**config.mk**
```make
export PLATFORM = sky130hd
export DESIGN_NAME = chanlog_top
export DESIGN_NICKNAME = d
export VERILOG_FILES = /design/src/rtl/chanlog_pkg.sv /design/src/rtl/skid_stage.sv /design/src/rtl/skid_pipeline.sv /design/src/rtl/handshake_logger.sv /design/src/rtl/log_arbiter.sv /design/src/rtl/chanlog_top.sv
export SDC_FILE = /design/constraint.sdc
export NUM_CORES = 1
export LEC_CHECK = 0
export BUFFER_PORTS_ARGS = -buffer_cell sky130_fd_sc_hd__buf_2
export CORE_ASPECT_RATIO = 0.75
export CORE_MARGIN = 3
export CORE_UTILIZATION = 50
export DETAILED_ROUTE_END_ITERATION = 6
export PLACE_DENSITY = 0.76
export SKIP_CTS_REPAIR_TIMING = 1
export SLEW_MARGIN = 25
export SYNTH_ARGS = -nofsm -noshare
export SYNTH_HDL_FRONTEND = slang
export SYNTH_SLANG_ARGS = --single-unit
```
**constraint.sdc**
```tcl
create_clock -name clk -period 5.75 [get_ports clk]
set_input_delay 0.2875 -clock clk [delete_from_list [all_inputs] [get_ports clk]]
set_output_delay 0.2875 -clock clk [all_outputs]
set_load 0.01 [all_outputs]
```
**src/rtl/chanlog_pkg.sv**
```systemverilog
package chanlog_pkg;

  ////////////////////
  // widths and depth

  // channel word width
  localparam int DATA_W = 32;

  // log payload is one kind bit on top of a word
  localparam int LOG_W = DATA_W + 1;

  // skid stages per channel
  localparam int LOG_PIPE_DEPTH = 4;

  ////////////////////
  // vector types

  typedef logic [DATA_W-1:0] data_t;
  typedef logic [0:0]        log_kind_t;
  typedef logic [0:0]        src_id_t;

  // {kind, data}
  typedef logic [LOG_W-1:0]  log_payload_t;

  // record kinds
  localparam log_kind_t KIND_BEGIN = 1'b0;
  localparam log_kind_t KIND_END   = 1'b1;

  // source ids
  localparam src_id_t SRC_0 = 1'b0;
  localparam src_id_t SRC_1 = 1'b1;

  ////////////////////
  // state machines

  typedef enum logic [1:0] {LOG_IDLE, LOG_PASS, LOG_END} logger_state_t;
  typedef enum logic [1:0] {EMPTY, ONE, FULL} skid_state_t;

endpackage

```
**src/rtl/skid_stage.sv**
```systemverilog
`timescale 1ns/1ps

module skid_stage
  import chanlog_pkg::*;
(
  input  logic         clk,
  input  logic         rstn,
  input  logic         in_valid,
  output logic         in_ready,
  input  log_payload_t in_data,
  output logic         out_valid,
  input  logic         out_ready,
  output log_payload_t out_data
);

  skid_state_t  state;
  skid_state_t  state_n;
  log_payload_t main_q;
  log_payload_t skid_q;
  logic         ready_q;
  logic         push;
  logic         pop;

  assign push = in_valid && ready_q;
  assign pop  = out_valid && out_ready;

  assign in_ready  = ready_q;
  assign out_valid = (state != EMPTY);
  assign out_data  = main_q;

  // occupancy
  always_comb begin
    state_n = state;
    case (state)
      EMPTY: begin
        if (push) begin
          state_n = ONE;
        end
      end
      ONE: begin
        if (push && !pop) begin
          state_n = FULL;
        end else if (!push && pop) begin
          state_n = EMPTY;
        end
      end
      FULL: begin
        if (pop) begin
          state_n = ONE;
        end
      end
      default: state_n = EMPTY;
    endcase
  end

  // ready is taken from the next occupancy, so it is a flop output
  always_ff @(posedge clk) begin
    if (rstn) begin
      state   <= EMPTY;
      ready_q <= 1'b0;
    end else begin
      state   <= state_n;
      ready_q <= (state_n != FULL);
    end
  end

  // main feeds the output, skid catches the word that arrives during a stall
  always_ff @(posedge clk) begin
    if (state == FULL && pop) begin
      main_q <= skid_q;
    end else if (push && (state == EMPTY || pop)) begin
      main_q <= in_data;
    end
    if (push && state == ONE && !pop) begin
      skid_q <= in_data;
    end
  end

  a_out_hold: assert property (@(posedge clk) disable iff (rstn)
    out_valid && !out_ready |=> out_valid && $stable(out_data));

  a_no_write_full: assert property (@(posedge clk) disable iff (rstn)
    state == FULL |-> !push);

endmodule

```
**src/rtl/skid_pipeline.sv**
```systemverilog
`timescale 1ns/1ps

module skid_pipeline
  import chanlog_pkg::*;
(
  input  logic         clk,
  input  logic         rstn,
  input  logic         in_valid,
  output logic         in_ready,
  input  log_payload_t in_data,
  output logic         out_valid,
  input  logic         out_ready,
  output log_payload_t out_data
);

  // link i feeds stage i, link i+1 is its output
  logic         link_valid [0:LOG_PIPE_DEPTH];
  logic         link_ready [0:LOG_PIPE_DEPTH];
  log_payload_t link_data  [0:LOG_PIPE_DEPTH];

  // head of the chain
  assign link_valid[0] = in_valid;
  assign link_data[0]  = in_data;
  assign in_ready      = link_ready[0];

  // tail of the chain
  assign out_valid                  = link_valid[LOG_PIPE_DEPTH];
  assign out_data                   = link_data[LOG_PIPE_DEPTH];
  assign link_ready[LOG_PIPE_DEPTH] = out_ready;

  ////////////////////
  // stages

  for (genvar i = 0; i < LOG_PIPE_DEPTH; i++) begin : g_stage
    skid_stage i_skid_stage (
      .clk       (clk),
      .rstn      (rstn),
      .in_valid  (link_valid[i]),
      .in_ready  (link_ready[i]),
      .in_data   (link_data[i]),
      .out_valid (link_valid[i+1]),
      .out_ready (link_ready[i+1]),
      .out_data  (link_data[i+1])
    );
  end

endmodule

```
**src/rtl/handshake_logger.sv**
```systemverilog
`timescale 1ns/1ps

module handshake_logger
  import chanlog_pkg::*;
(
  input  logic         clk,
  input  logic         rstn,
  input  logic         in_valid,
  output logic         in_ready,
  input  data_t        in_data,
  output logic         out_valid,
  input  logic         out_ready,
  output data_t        out_data,
  output logic         log_valid,
  input  logic         log_ready,
  output log_payload_t log_data
);

  logger_state_t state;
  logger_state_t state_n;
  data_t         wait_cnt;
  logic          log_fire;
  logic          out_fire;
  logic          out_stall;

  ////////////////////
  // channel side

  // the channel only moves once its begin record is out
  assign in_ready  = (state == LOG_PASS) && out_ready;
  assign out_valid = (state == LOG_PASS) && in_valid;
  assign out_data  = in_data;

  assign out_fire  = out_valid && out_ready;
  assign out_stall = out_valid && !out_ready;

  ////////////////////
  // log side

  // begin record is offered straight from the held input word
  assign log_valid = (state == LOG_END) || (state == LOG_IDLE && in_valid);
  assign log_data  = (state == LOG_END) ? {KIND_END, wait_cnt}
                                        : {KIND_BEGIN, in_data};
  assign log_fire  = log_valid && log_ready;

  always_comb begin
    state_n = state;
    case (state)
      LOG_IDLE: begin
        if (log_fire) begin
          state_n = LOG_PASS;
        end
      end
      LOG_PASS: begin
        if (out_fire) begin
          state_n = LOG_END;
        end
      end
      LOG_END: begin
        if (log_fire) begin
          state_n = LOG_IDLE;
        end
      end
      default: state_n = LOG_IDLE;
    endcase
  end

  always_ff @(posedge clk) begin
    if (rstn) begin
      state <= LOG_IDLE;
    end else begin
      state <= state_n;
    end
  end

  // stall cycles of the current transfer
  always_ff @(posedge clk) begin
    if (rstn) begin
      wait_cnt <= '0;
    end else if (state == LOG_IDLE && log_fire) begin
      wait_cnt <= '0;
    end else if (out_stall) begin
      wait_cnt <= wait_cnt + 1'b1;
    end
  end

  a_out_only_pass: assert property (@(posedge clk) disable iff (rstn)
    out_valid |-> state == LOG_PASS);

  a_log_outside_pass: assert property (@(posedge clk) disable iff (rstn)
    log_valid |-> state != LOG_PASS);

  // a waiting record must not change under the pipeline
  a_log_hold: assert property (@(posedge clk) disable iff (rstn)
    log_valid && !log_ready |=> log_valid && $stable(log_data));

endmodule

```
**src/rtl/log_arbiter.sv**
```systemverilog
`timescale 1ns/1ps

module log_arbiter
  import chanlog_pkg::*;
(
  input  logic         clk,
  input  logic         rstn,
  input  logic         req0_valid,
  input  logic         req1_valid,
  output logic         req0_ready,
  output logic         req1_ready,
  input  log_payload_t req0_data,
  input  log_payload_t req1_data,
  output logic         log_valid,
  input  logic         log_ready,
  output src_id_t      log_src,
  output log_kind_t    log_kind,
  output data_t        log_data
);

  // priority pointer, moves only after a transfer
  src_id_t      grant_q;
  // source of a record left waiting on the bus
  src_id_t      held_q;
  logic         lock_q;
  src_id_t      grant;
  logic [1:0]   req_valid;
  log_payload_t sel_data;

  assign req_valid = {req1_valid, req0_valid};

  // favoured source first, the other one if it is idle
  always_comb begin
    if (lock_q) begin
      grant = held_q;
    end else if (req_valid[grant_q]) begin
      grant = grant_q;
    end else if (req_valid[~grant_q]) begin
      grant = ~grant_q;
    end else begin
      grant = grant_q;
    end
  end

  ////////////////////
  // bus mux

  assign sel_data   = (grant == SRC_1) ? req1_data : req0_data;
  assign log_valid  = req_valid[grant];
  assign log_src    = grant;
  assign log_kind   = sel_data[DATA_W];
  assign log_data   = sel_data[DATA_W-1:0];

  assign req0_ready = log_ready && (grant == SRC_0);
  assign req1_ready = log_ready && (grant == SRC_1);

  always_ff @(posedge clk) begin
    if (rstn) begin
      grant_q <= SRC_0;
      held_q  <= SRC_0;
      lock_q  <= 1'b0;
    end else begin
      held_q <= grant;
      if (log_valid && log_ready) begin
        // the other source goes first next time
        grant_q <= ~grant;
        lock_q  <= 1'b0;
      end else if (log_valid) begin
        lock_q <= 1'b1;
      end
    end
  end

  a_grant_hold: assert property (@(posedge clk) disable iff (rstn)
    log_valid && !log_ready |=> grant == $past(grant));

endmodule

```
**src/rtl/chanlog_top.sv**
```systemverilog
`timescale 1ns/1ps

module chanlog_top
  import chanlog_pkg::*;
(
  input  logic      clk,
  input  logic      rstn,
  input  logic      ch_0_in_valid,
  output logic      ch_0_in_ready,
  input  data_t     ch_0_in_data,
  output logic      ch_0_out_valid,
  input  logic      ch_0_out_ready,
  output data_t     ch_0_out_data,
  input  logic      ch_1_in_valid,
  output logic      ch_1_in_ready,
  input  data_t     ch_1_in_data,
  output logic      ch_1_out_valid,
  input  logic      ch_1_out_ready,
  output data_t     ch_1_out_data,
  output logic      log_valid,
  input  logic      log_ready,
  output src_id_t   log_src,
  output log_kind_t log_kind,
  output data_t     log_data
);

  // logger to pipeline
  logic         lg0_valid;
  logic         lg0_ready;
  log_payload_t lg0_data;
  logic         lg1_valid;
  logic         lg1_ready;
  log_payload_t lg1_data;

  // pipeline to arbiter
  logic         pp0_valid;
  logic         pp0_ready;
  log_payload_t pp0_data;
  logic         pp1_valid;
  logic         pp1_ready;
  log_payload_t pp1_data;

  ////////////////////
  // channel 0

  handshake_logger i_logger_0 (
    .clk       (clk),            .rstn      (rstn),
    .in_valid  (ch_0_in_valid),  .in_ready  (ch_0_in_ready),  .in_data  (ch_0_in_data),
    .out_valid (ch_0_out_valid), .out_ready (ch_0_out_ready), .out_data (ch_0_out_data),
    .log_valid (lg0_valid),      .log_ready (lg0_ready),      .log_data (lg0_data)
  );

  skid_pipeline i_pipe_0 (
    .clk       (clk),       .rstn      (rstn),
    .in_valid  (lg0_valid), .in_ready  (lg0_ready), .in_data  (lg0_data),
    .out_valid (pp0_valid), .out_ready (pp0_ready), .out_data (pp0_data)
  );

  ////////////////////
  // channel 1

  handshake_logger i_logger_1 (
    .clk       (clk),            .rstn      (rstn),
    .in_valid  (ch_1_in_valid),  .in_ready  (ch_1_in_ready),  .in_data  (ch_1_in_data),
    .out_valid (ch_1_out_valid), .out_ready (ch_1_out_ready), .out_data (ch_1_out_data),
    .log_valid (lg1_valid),      .log_ready (lg1_ready),      .log_data (lg1_data)
  );

  skid_pipeline i_pipe_1 (
    .clk       (clk),       .rstn      (rstn),
    .in_valid  (lg1_valid), .in_ready  (lg1_ready), .in_data  (lg1_data),
    .out_valid (pp1_valid), .out_ready (pp1_ready), .out_data (pp1_data)
  );

  ////////////////////
  // shared log bus

  log_arbiter i_arbiter (
    .clk        (clk),       .rstn       (rstn),
    .req0_valid (pp0_valid), .req1_valid (pp1_valid),
    .req0_ready (pp0_ready), .req1_ready (pp1_ready),
    .req0_data  (pp0_data),  .req1_data  (pp1_data),
    .log_valid  (log_valid), .log_ready  (log_ready),
    .log_src    (log_src),   .log_kind   (log_kind),  .log_data (log_data)
  );

endmodule

```
---- Word-level counts from Yosys, hierarchy flattened ----
Index checks and enable logic that the tools add are counted.
Widths: inputs -> output; s select.
operators by class
  equality and inequality tests ........... 34
  multiply operators ...................... 0
  add/subtract/negate cells ............... 2
  bitwise gates (word level) .............. 2
  magnitude comparators ................... 3
  div/mod/pow operators ................... 0
  muxes and demuxes ....................... 76
  reductions and logical operators ........ 126
  shift operators ......................... 0
operator list
  cell                   number
  $mux 33                19
  $mux 2                 38
  $logic_and 1x1->1      73
  $add 32x1->32 const B  2
  $pmux 2 s3             10
  $reduce_bool 2->1      16
  $eq 2x1->1 const B     10
  $eq 2x2->1 const B     10
  $logic_not 2->1        10
  $ne 2x2->1 const B     8
  $logic_not 1->1        12
  $ne 2x1->1 const B     6
  $logic_or 1x1->1       10
  $mux 1                 9
  $lt 1x2->1 const B     3
  $reduce_and 3->1       2
  $reduce_or 2->1        3
  $not 1->1              2
storage, ports and cells
  flip-flop bits (word level) ............. 623
  output and inout port bits .............. 103
  RAM bits ................................ 0
  bits in latches ......................... 0
  bits in read-only memories .............. 0
  logic and storage cells ................. 282
  memories kept ........................... 0

---- Logic depth before layout (Yosys ltp) ----
Gate-level depths: netlist of run 1.
  depth after elaboration ................. 14
  mapped depth ............................ 8

---- Modules after synthesis ----
A second synthesis of run 1 with hierarchy kept.
second synthesis, totals
  cell total of the unflattened synthesis .. 1,587
  area total of the unflattened synthesis .. 26,992.1 um2
by module, submodules not included
  module                                              sequential area each (um2)  area an instance (um2)  instances  cells an instance
  skid_stage at i_pipe_0.g_stage[3].i_skid_stage ...  2,042.0                     2,667.6                 5          122
  skid_stage at i_pipe_0.g_stage[0].i_skid_stage ...  2,042.0                     2,703.8                 3          122
  handshake_logger                                    680.7                       2,421.1                 2          276
  log_arbiter                                         60.1                        700.7                   1          59

---- Least setup slack after synthesis of run 1 ----
Ideal clock, no wire load.
  kind .................................... reg-to-reg
  from .................................... register i_pipe_1.g_stage[3].i_skid_stage.state[0]
  to ...................................... register i_pipe_0.g_stage[3].i_skid_stage.main_q[0], enable pin
  path slack .............................. 1.376 ns
  data arrival time ....................... 3.905 ns
  buffers on the path ..................... 2
  setup time .............................. 0.469 ns
  period minus slack after synthesis ...... 4.374 ns
  cell stages (with the launch flop) ...... 8
  path through ............................ dfxtp_1 > or2_1 > maj3_4 > mux2i_1 > buf_2 > buf_2 > nand2_1 > o21ai_0
on the way
  word-level cells in the longest chain between the ends .. 12
  elaborated cells on any way between the ends .. 15
  classes of those cells .................. 7 x mux; 1 x bitwise; 7 x reduce/logical
ends and longest elaborated chain
  item                                       line               RTL
  from (decl)                                skid_stage.sv:16   skid_state_t state;
  from (signal assigned)                     skid_stage.sv:62   state <= state_n;
  $reduce_bool 2->1 *                        skid_stage.sv:28   assign out_valid = (state != EMPTY);
  $mux 1 (implied by the code) (2 in a row)  log_arbiter.sv:38  end else if (req_valid[~grant_q]) begin
  $mux 1                                     log_arbiter.sv:38
  $mux 1 *                                   log_arbiter.sv:36  end else if (req_valid[grant_q]) begin
  $mux 1 *                                   log_arbiter.sv:34  if (lock_q) begin
  $not 1->1 *                                log_arbiter.sv:54  assign req0_ready = log_ready && (grant == SRC_0);
  $logic_and 1x1->1 *                        log_arbiter.sv:54
  $logic_and 1x1->1 *                        skid_stage.sv:25   assign pop = out_valid && out_ready;
  $logic_or 1x1->1                           skid_stage.sv:71   end else if (push && (state == EMPTY || pop)) begin
  $logic_and 1x1->1                          skid_stage.sv:71
  $reduce_bool 2->1 (no line) *              -
  to (signal assigned)                       skid_stage.sv:70   main_q <= skid_q;
  to (signal assigned)                       skid_stage.sv:72   main_q <= in_data;
  to (decl)                                  skid_stage.sv:18   log_payload_t main_q;
Mark *: on every way between the ends. The rest lies on a longest branch, timed or not. The select of a mux whose other input is x is not followed.
A chain may end at the register's enable or synchronous reset.

---- Final worst setup path of run 1 ----
  from .................................... register i_pipe_1.g_stage[3].i_skid_stage.state[0]
  to ...................................... output log_data[20]
on the way
  word-level cells in the longest chain between the ends .. 7
  elaborated cells on any way between the ends .. 9
  classes of those cells .................. 8 x mux; 1 x reduce/logical
ends and longest elaborated chain
  item                                       line               RTL
  $reduce_bool 2->1 *                        skid_stage.sv:28
  $mux 1 (implied by the code) (2 in a row)  log_arbiter.sv:38
  $mux 1                                     log_arbiter.sv:38
  $mux 1 *                                   log_arbiter.sv:36
  $mux 1 *                                   log_arbiter.sv:34
  $mux 33 *                                  log_arbiter.sv:48  assign sel_data = (grant == SRC_1) ? req1_data : req0_data;
  to (decl)                                  chanlog_top.sv:24  output data_t log_data
Marked as above.

==> run summary, run 1 <==
The biggest area contributor in the post-synthesis netlist is edfxtp_1. The most instantiated flip-flop cell in the synthesis netlist is edfxtp_1. The sum of overflow across all layers after global routing came out at 0. The clock tree skew after final layout came out at 0.01338 ns. STA puts the critical path data arrival time at 2.86 ns. The peak supply drop is 0.2401 mV. Along the worst path, the maximum fanout reaches 47.

The tightest min-delay check is of the input pin to flip-flop type. Dividing the detail-routed wire length by the instance count gives 18.69 µm. The wire length reported by the detailed router is 44,940 µm. The signed area change from the synthesized netlist to the final layout came out at 12.72%. The core region is 0.04931 mm².

Yosys attributes the largest share of cell area to edfxtp_1, mux2_2, dfxtp_1. In this run, synthesis produced a sequential element count of 623. The total number of clock tree sinks is 623. Of the post-synthesis cell area, the dominant cell type holds 0.6285. The number of clock buffers inserted by TritonCTS came out at 58. The worst slack at placement came out at 2.587 ns. The worst path needs 3.145 ns of the cycle, external delays included. The fraction of final layout cells sized beyond drive strength 1 came out at 0.3759. TritonCTS built the clock tree.

The number of maximum-capacitance constraint violations came out at 0. The worst max-slew margin expressed relative to the limit came out at 0.4336. The number of iterations in the first detailed-routing pass came out at 5. The synthesized area per cell came out at 16.11 µm². The number of global-route vias before repair is 13,050. With fillers left out, the area of the finished cells amounts to 0.02843 mm². Port buffering added 173 buffers.

Leaving out fill and tap cells, the most frequent cell in the layout is edfxtp_1. The final number of setup-violating endpoints is 0. The buffer levels on the longest clock path is 3.

The flow ran to the end, and the final reports show no timing, DRC or antenna violations. STA classifies the critical path startpoint as a flip-flop. The slack of the critical path came out at 2.605 ns. The overall power of the completed layout is 9.374 mW. The cell row count is 70.

The met3 demand-to-capacity share in global routing came out at 0.03786. The top cell types in the final layout, fill and taps aside, are edfxtp_1, mux2_2, buf_2. STA classifies the critical path endpoint as a primary output. The proportion of synthesized flip-flops having asynchronous set or reset is 0. The final net count came out at 1,780. The number of warnings printed during yosys synthesis is 0. The max-slew violation total from the final report was 0. The final standard cell utilization of the core came out at 0.5767. The CTS clock-pin slew for the worst setup and hold paths came out at 0.06 ns. After detailed routing, the number of remaining DRC violations is 0. The number of routed nets with antenna violations came out at 0.

The number of instances in the placed design came out at 2,291. The non-filler instance count after layout came out at 2,404. The count of routing violations after the opening detailed-route iteration came out at 984. The share of the cycle needed by the critical path after routing is 0.5470.

The floorplan die area came out at 0.05321 mm². The cell leakage power came out at 9.821 nW. The via density per instance came out at 5.453.

The portion of the post-synthesis area used by sequential elements came out at 0.7039. The cell count after synthesis came out at 1,566. 174 I/O pins were placed. The worst hold margin came out at 0.04523 ns.

The routing usage on met1 is 0.2498. The fmax is 317.9 MHz. The cell area after placement is 0.02644 mm². The placer congestion estimate is 0.8109. The global-route track usage on met2 is 0.2505.

The number of enable flip-flop cells after synthesis came out at 528. Synthesis produced a netlist with a net count of 1,639. The final hold violation count is 0. The actual transition at the worst max-transition pin came out at 0.8449 ns.

The worst setup path is of the flip-flop to primary output kind. The required time of the worst setup path came out at 5.46 ns. The largest net degree at the start of global routing is 48. The H-tree was split into 2 levels.

The total vias in the final route is 13,110. The first global-routing pass estimated 71,910 µm of wire. The unique cell type count in the Yosys netlist is 53. The die is 200.5 µm tall. The initial antenna violation count is 1. The power per cell area is 329.7 mW/mm². The synthesized cell area is 0.02523 mm². The total negative slack for setup checks came out at 0 ns. The global routing usage summed across all routing layers is 0.1669. The width of the chip is 265.4 µm. Setup repair after global routing left no endpoint under its margin. The library cell used as clock root buffer is clkbuf_16. In this run the most used layer during global routing was met2. The number of antenna diodes in the final layout is 0. The placed wire-length estimate after detailed placement came out at 30,810 µm.

The worst-skew pair later-pin latency came out at 0.58 ns. The starting utilization of the core area came out at 0.5116.
## critical path: stages (launching register included)
cell and delay [ns]:
dfxtp_1 0.35, or2_1 0.26, maj3_4 0.36, mux2i_4 0.16, buf_4 0.53, mux2_2 0.44
buf_2 0.15
## registers in the layout, indices dropped and copies added (netlist names), 2 cells and up
name and flops:
i_pipe_0.g_stage.i_skid_stage.state 8, i_logger_1.state 2, i_pipe_0.g_stage.i_skid_stage.out_data 132, i_pipe_0.g_stage.i_skid_stage.skid_q 132
i_pipe_0.g_stage.i_skid_stage.in_ready 4, i_pipe_1.g_stage.i_skid_stage.skid_q 132, i_pipe_1.g_stage.i_skid_stage.state 8, i_pipe_1.g_stage.i_skid_stage.in_ready 4
i_logger_0.state 2, i_logger_0.wait_cnt 32, i_logger_1.wait_cnt 32, i_pipe_1.g_stage.i_skid_stage.out_data 132
## cell type report
type / count / area, µm²
clock inverter: 28 / 286.5
sequential: 623 / 17760
fill: 3623 / 20880
tap: 648 / 810.8
timing repair buffer: 202 / 1146
multi-input combinational: 797 / 6729
inverter: 25 / 93.84
clock buffer: 81 / 1612
## final timing paths
kind	from	to	slack (ns)	cells after the start
worst min register to register	i_pipe_0.g_stage[0].i_skid_stage.out_data[25]$_DFFE_PP_	i_pipe_0.g_stage[1].i_skid_stage.skid_q[25]$_DFFE_PP_	0.44	0
worst max-delay path	i_pipe_1.g_stage[3].i_skid_stage.state[0]$_SDFF_PP0_	log_data[20]	2.60	6
worst min-delay path	ch_0_in_data[22]	i_pipe_0.g_stage[0].i_skid_stage.skid_q[22]$_DFFE_PP_	0.05	2
worst max register to register	i_pipe_1.g_stage[3].i_skid_stage.state[0]$_SDFF_PP0_	i_pipe_1.g_stage[3].i_skid_stage.skid_q[13]$_DFFE_PP_	2.80	7
## synthesized netlist by cell type, types with 16 or more instances
cell / count
a21oi_1: 44
buf_4: 65
clkbuf_1: 28
dfxtp_1: 95
edfxtp_1: 528
inv_1: 25
mux2_2: 322
mux2_4: 28
nand2_1: 52
nand3_1: 23
nand4_1: 16
nor2_1: 84
o21ai_0: 45
xnor2_1: 21
xor2_1: 24
## routing by layer
metal | routed length [µm] | vias up | part of all wire
li1 | - | 6142 | -
met1 | 20990 | 6594 | 0.47
met2 | 20280 | 312 | 0.45
met3 | 2999 | 59 | 0.067
met4 | 649 | 2 | 0.014
met5 | 12 | - | 0.00027
## cell families (layout without fill, tap and decap cells)
| logic type | after synthesis | after routing | share of synthesized area |
|---|---|---|---|
| flops | 623 | 623 | 0.7039 |
| mux | 355 | 355 | 0.1624 |
| simple gates | 280 | 280 | 0.05758 |
| buf+inv | 146 | 336 | 0.03303 |
| compound gates | 114 | 114 | 0.02594 |
| xor+xnor | 45 | 45 | 0.01562 |
| fa+ha+maj | 3 | 3 | 0.001537 |
## power breakdown
part           internal, mW  switching (mW)
registers              5.04          0.0657
logic                 0.214           0.258
clock network          2.22            1.57
total                  7.48            1.90
(Power assumes the default switching activity.)
==> inputs of run 2 (changes only) <==
ABC_AREA = 1   (was default)
PLACE_DENSITY = 0.78   (was 0.76)
clock period = 2.6 ns   (was 5.75 ns; I/O delays follow)
==> run summary, run 2 <==
The worst-skew pair later-pin latency came to 0.61 ns (+0.03 ns). The y dimension of the die came to 204.3 µm (+1.9%). The signed area change from the synthesized netlist to the final layout came out at 14.36%. Yosys attributes the largest share of cell area to edfxtp_1, nand2_1, mux2_2.

The number of fill cells is 4,088 (+13%). By startpoint and endpoint, the worst setup path is classified as flip-flop to primary output. The count of routing violations after the opening detailed-route iteration is 1,733 (+76%). The switching fraction of total power is 0.2132 (+0.01077). The global routing usage summed across all routing layers came out at 0.2019 (+0.03506). The combinational family with the most area after synthesis is simple AND/OR/NAND/NOR gates. TritonCTS built the clock tree. The post-route minimum period is 2.510 ns. The arithmetic-cell share of the synthesized area counting full adders, half adders and majority gates came out at 0.0009541 (-0.0005834). The proportion of synthesized flip-flops having asynchronous set or reset came to 0 (unchanged). The starting utilization of the core area is 0.5072 (-0.004385). The placed wire-length estimate after detailed placement came out at 39,970 µm (+30%).

The buffer levels on the longest clock path came to 3 (unchanged). The clock tree skew after final layout is 0.02217 ns (+0.008789 ns). The post-detailed-route wirelength per cell is 18.09 µm (-3.2%). Leaving out fill and tap cells, the most frequent cell in the layout is nand2_1. The share of power burned in combinational logic is 0.048 (-0.002).

The area inside the core boundary is 0.05171 mm² (+4.9%). The area of all placed cells without fillers came to 0.02999 mm² (+5.5%). The number of antenna repair diodes is 0 (unchanged). The clock share of power came out at 0.403 (-0.002). The number of clock buffers inserted by TritonCTS came to 58 (unchanged).

The number of synthesized register bits is 623 (unchanged). The total number of clock tree sinks is 623 (unchanged). The wire length reported by the detailed router came out at 57,840 µm (+29%).

The internal power came out at 16.12 mW (+120%). The commonest cells after synthesis are nand2_1, edfxtp_1, inv_1. The width of the chip is 270.5 µm (+1.9%). The CTS clock-pin slew for the worst setup and hold paths came to 0.07 ns (about the same).

The number of routed nets with antenna violations is 0 (unchanged). The worst hold margin came out at -0.03059 ns (-0.07582 ns). The sum of overflow across all layers after global routing is 0 (unchanged). The type of the tightest min-delay check is input pin to flip-flop. The initial antenna violation count is 2 (+1). The synthesized cell area came out at 0.02623 mm² (+4.0%). The first-pass GRT wire length is 88,300 µm (+23%).

The parity-gate share of the synthesized area counting xor and xnor cells came to 0.004341 (-0.01128). The final hold violation count is 3 (+3). The synthesized area per cell came out at 11.67 µm² (-28%).

By instance count, the leading cell after synthesis is nand2_1. The number of levels the H-tree was split into is 2 (unchanged). The most used flip-flop cell after synthesis is edfxtp_1. The number of maximum-capacitance constraint violations is 0 (unchanged).

The most area-hungry cell type in the Yosys netlist is edfxtp_1. The actual transition at the worst max-transition pin came to 0.9153 ns (+0.07041 ns). The largest net degree at the start of global routing was 68 (+42%).

The number of instances in the synthesized netlist is 2,248 (+44%). Dividing the final minimum period by the clock period gives 0.9655. The worst max-slew margin expressed relative to the limit is 0.3889 (-0.04476).

The placer congestion estimate is 0.9242 (+14%). The flow ran to the end, but the final reports show violations. The peak supply drop came to 0.5034 mV (+110%). The max-slew violation total from the final report came to 0 (unchanged). The synthesized-area fraction occupied by ao, oa, aoi and oai cells is 0.04608 (+0.02014).

The number of global-route vias before repair was 15,820 (+21%). The cell area after placement is 0.02750 mm² (+4.0%). In this run the clock root is driven by a clkbuf_16. STA classifies the critical path endpoint as a primary output.

The via density per instance is 5.264 (-3.5%). The total vias in the final route came out at 16,830 (+28%). The final net count is 2,520 (+42%). The number of warnings printed during yosys synthesis is 0 (unchanged). The number of port buffers is 173 (unchanged). The proportion of synthesized area in mux cells is 0.07900 (-0.08338).

The unique cell type count in the Yosys netlist is 37 (-30%). The cell row count is 72 (+2.9%). The total negative slack for setup checks came out at 0 ns (unchanged).

The maximum net fanout on the critical path is 28 (-40%). The residual DRC count is 0 (unchanged). The required time of the worst setup path came out at 2.47 ns (-2.99 ns).

The power per cell area came to 683.2 mW/mm² (+110%). STA classifies the critical path startpoint as a flip-flop. The number of iterations in the first detailed-routing pass came to 6 (+1). The portion of the post-synthesis area used by sequential elements is 0.6770 (-0.02686). Setup repair after global routing could not meet its margin everywhere. The number of enable flip-flop cells after synthesis is 528 (unchanged).

The final number of setup-violating endpoints came out at 0 (unchanged). The sequential group share of total power came to 0.549 (+0.004). The share of Yosys cell area claimed by the top area cell type is 0.6045 (-0.02399). The fraction of final layout cells sized beyond drive strength 1 is 0.2109 (-0.1649). The final reports fail on negative hold slack. The reported net switching power came to 4.369 mW (+130%). The total nets after synthesis came out at 2,321 (+42%). The arrival time at the worst endpoint came to 2.38 ns (-0.48 ns).

Timing would allow up to 398.4 MHz. The number of placed I/O pins came out at 174 (unchanged). In the layout the commonest cells are nand2_1, edfxtp_1, inv_1.

The floorplan die area came out at 0.05527 mm² (+3.9%). The cell leakage power is 10.97 nW (+12%). The share of synthesized cell area in and, or, nand and nor gates is 0.1319 (+0.07432).
## run 2: cell types whose count changed after synthesis, moves of 13 or more
cell and delta:
xnor2_1 -19, nand2_1 +533, o21ai_1 +45, buf_2 +24, a21oi_1 +27, o21ai_0 +52
mux2_4 -28, mux2_2 -138, inv_1 +169, nand3_1 +26, buf_1 -13, nor2_1 +89
or3_1 -14, xor2_1 -13
## run 2: cell type report
| type | instances | area, µm² | area share |
|---|---|---|---|
| clock buffers | 67 | 1485 | 0.04952 |
| clock inverters | 40 | 359.1 | 0.01197 |
| inverters | 204 | 773.2 | 0.02578 |
| multi-input cells | 1287 | 6922 | 0.2308 |
| flip-flops and latches | 623 | 17760 | 0.5920 |
| well taps | 703 | 879.6 | 0.02933 |
| repair buffers | 273 | 1818 | 0.06061 |
## run 2: cell families after synthesis
group | after synthesis
AOI/OAI and AO/OA | 234
xor gates and xnor gates | 13
adders and majority gates | 2
buffers and inverters | 338
DFF | 623
muxes | 184
and+or+nand+nor | 854
## run 2: stage by stage
stage | utilization | setup WS, ns | cells | hold slack [ns] | power, mW
after floorplan | - | 0.02835 | 2248 | 0.2942 | 12.01
after global placement | 0.5318 | 0.5668 | 3026 | 0.4307 | 12.32
after detailed placement | 0.5318 | 0.5296 | 3026 | 0.4299 | 12.36
after CTS | 0.5674 | -0.1481 | 3133 | -0.1963 | 20.53
after global routing | 0.5800 | -0.002564 | 3197 | 0.006972 | 21.12
final | 0.5800 | 0.08981 | 3197 | -0.03059 | 20.49
## run 2: power groups by stage
stage | Clock (mW) | Combinational [mW] | Sequential [mW]
2_1_floorplan | 0 | 0.601 | 11.4
3_3_place_gp | 0 | 0.864 | 11.5
3_5_place_dp | 0 | 0.887 | 11.5
4_1_cts | 8.37 | 0.899 | 11.3
5_1_grt | 8.78 | 1.07 | 11.3
6_report | 8.25 | 0.979 | 11.3
## run 2: worst max-delay path: stages (launching register included)
cell and delay, ns:
dfxtp_1 0.33, nor2_1 0.27, inv_2 0.07, nand2_1 0.08
nand2_2 0.09, nand2_4 0.20, buf_6 0.27, nand2_1 0.20
nand2_1 0.10, buf_2 0.13
## run 2: final timing paths
path,from,to,slack [ns],cells past startpoint
max,i_pipe_1.g_stage[3].i_skid_stage.state[0]$_SDFF_PP0_,log_data[22],0.09,9
min,ch_1_in_data[14],i_pipe_1.g_stage[0].i_skid_stage.skid_q[14]$_DFFE_PP_,-0.03,3
max reg2reg,i_pipe_0.g_stage[3].i_skid_stage.state[1]$_SDFF_PP0_,i_pipe_0.g_stage[3].i_skid_stage.out_data[3]$_DFFE_PP_,0.51,9
min reg2reg,i_pipe_0.g_stage[0].i_skid_stage.out_data[18]$_DFFE_PP_,i_pipe_0.g_stage[1].i_skid_stage.skid_q[18]$_DFFE_PP_,0.45,0
## run 2: routing by layer
| layer | up-vias | share of wire | GRT usage |
|---|---|---|---|
| met2 | 690 | 0.45 | 0.2962 |
| met4 | 2 | 0.022 | 0.05660 |
| met5 | - | 0.00012 | 0 |
| met1 | 8056 | 0.45 | 0.3075 |
| met3 | 90 | 0.078 | 0.03955 |
| li1 | 7992 | - | - |
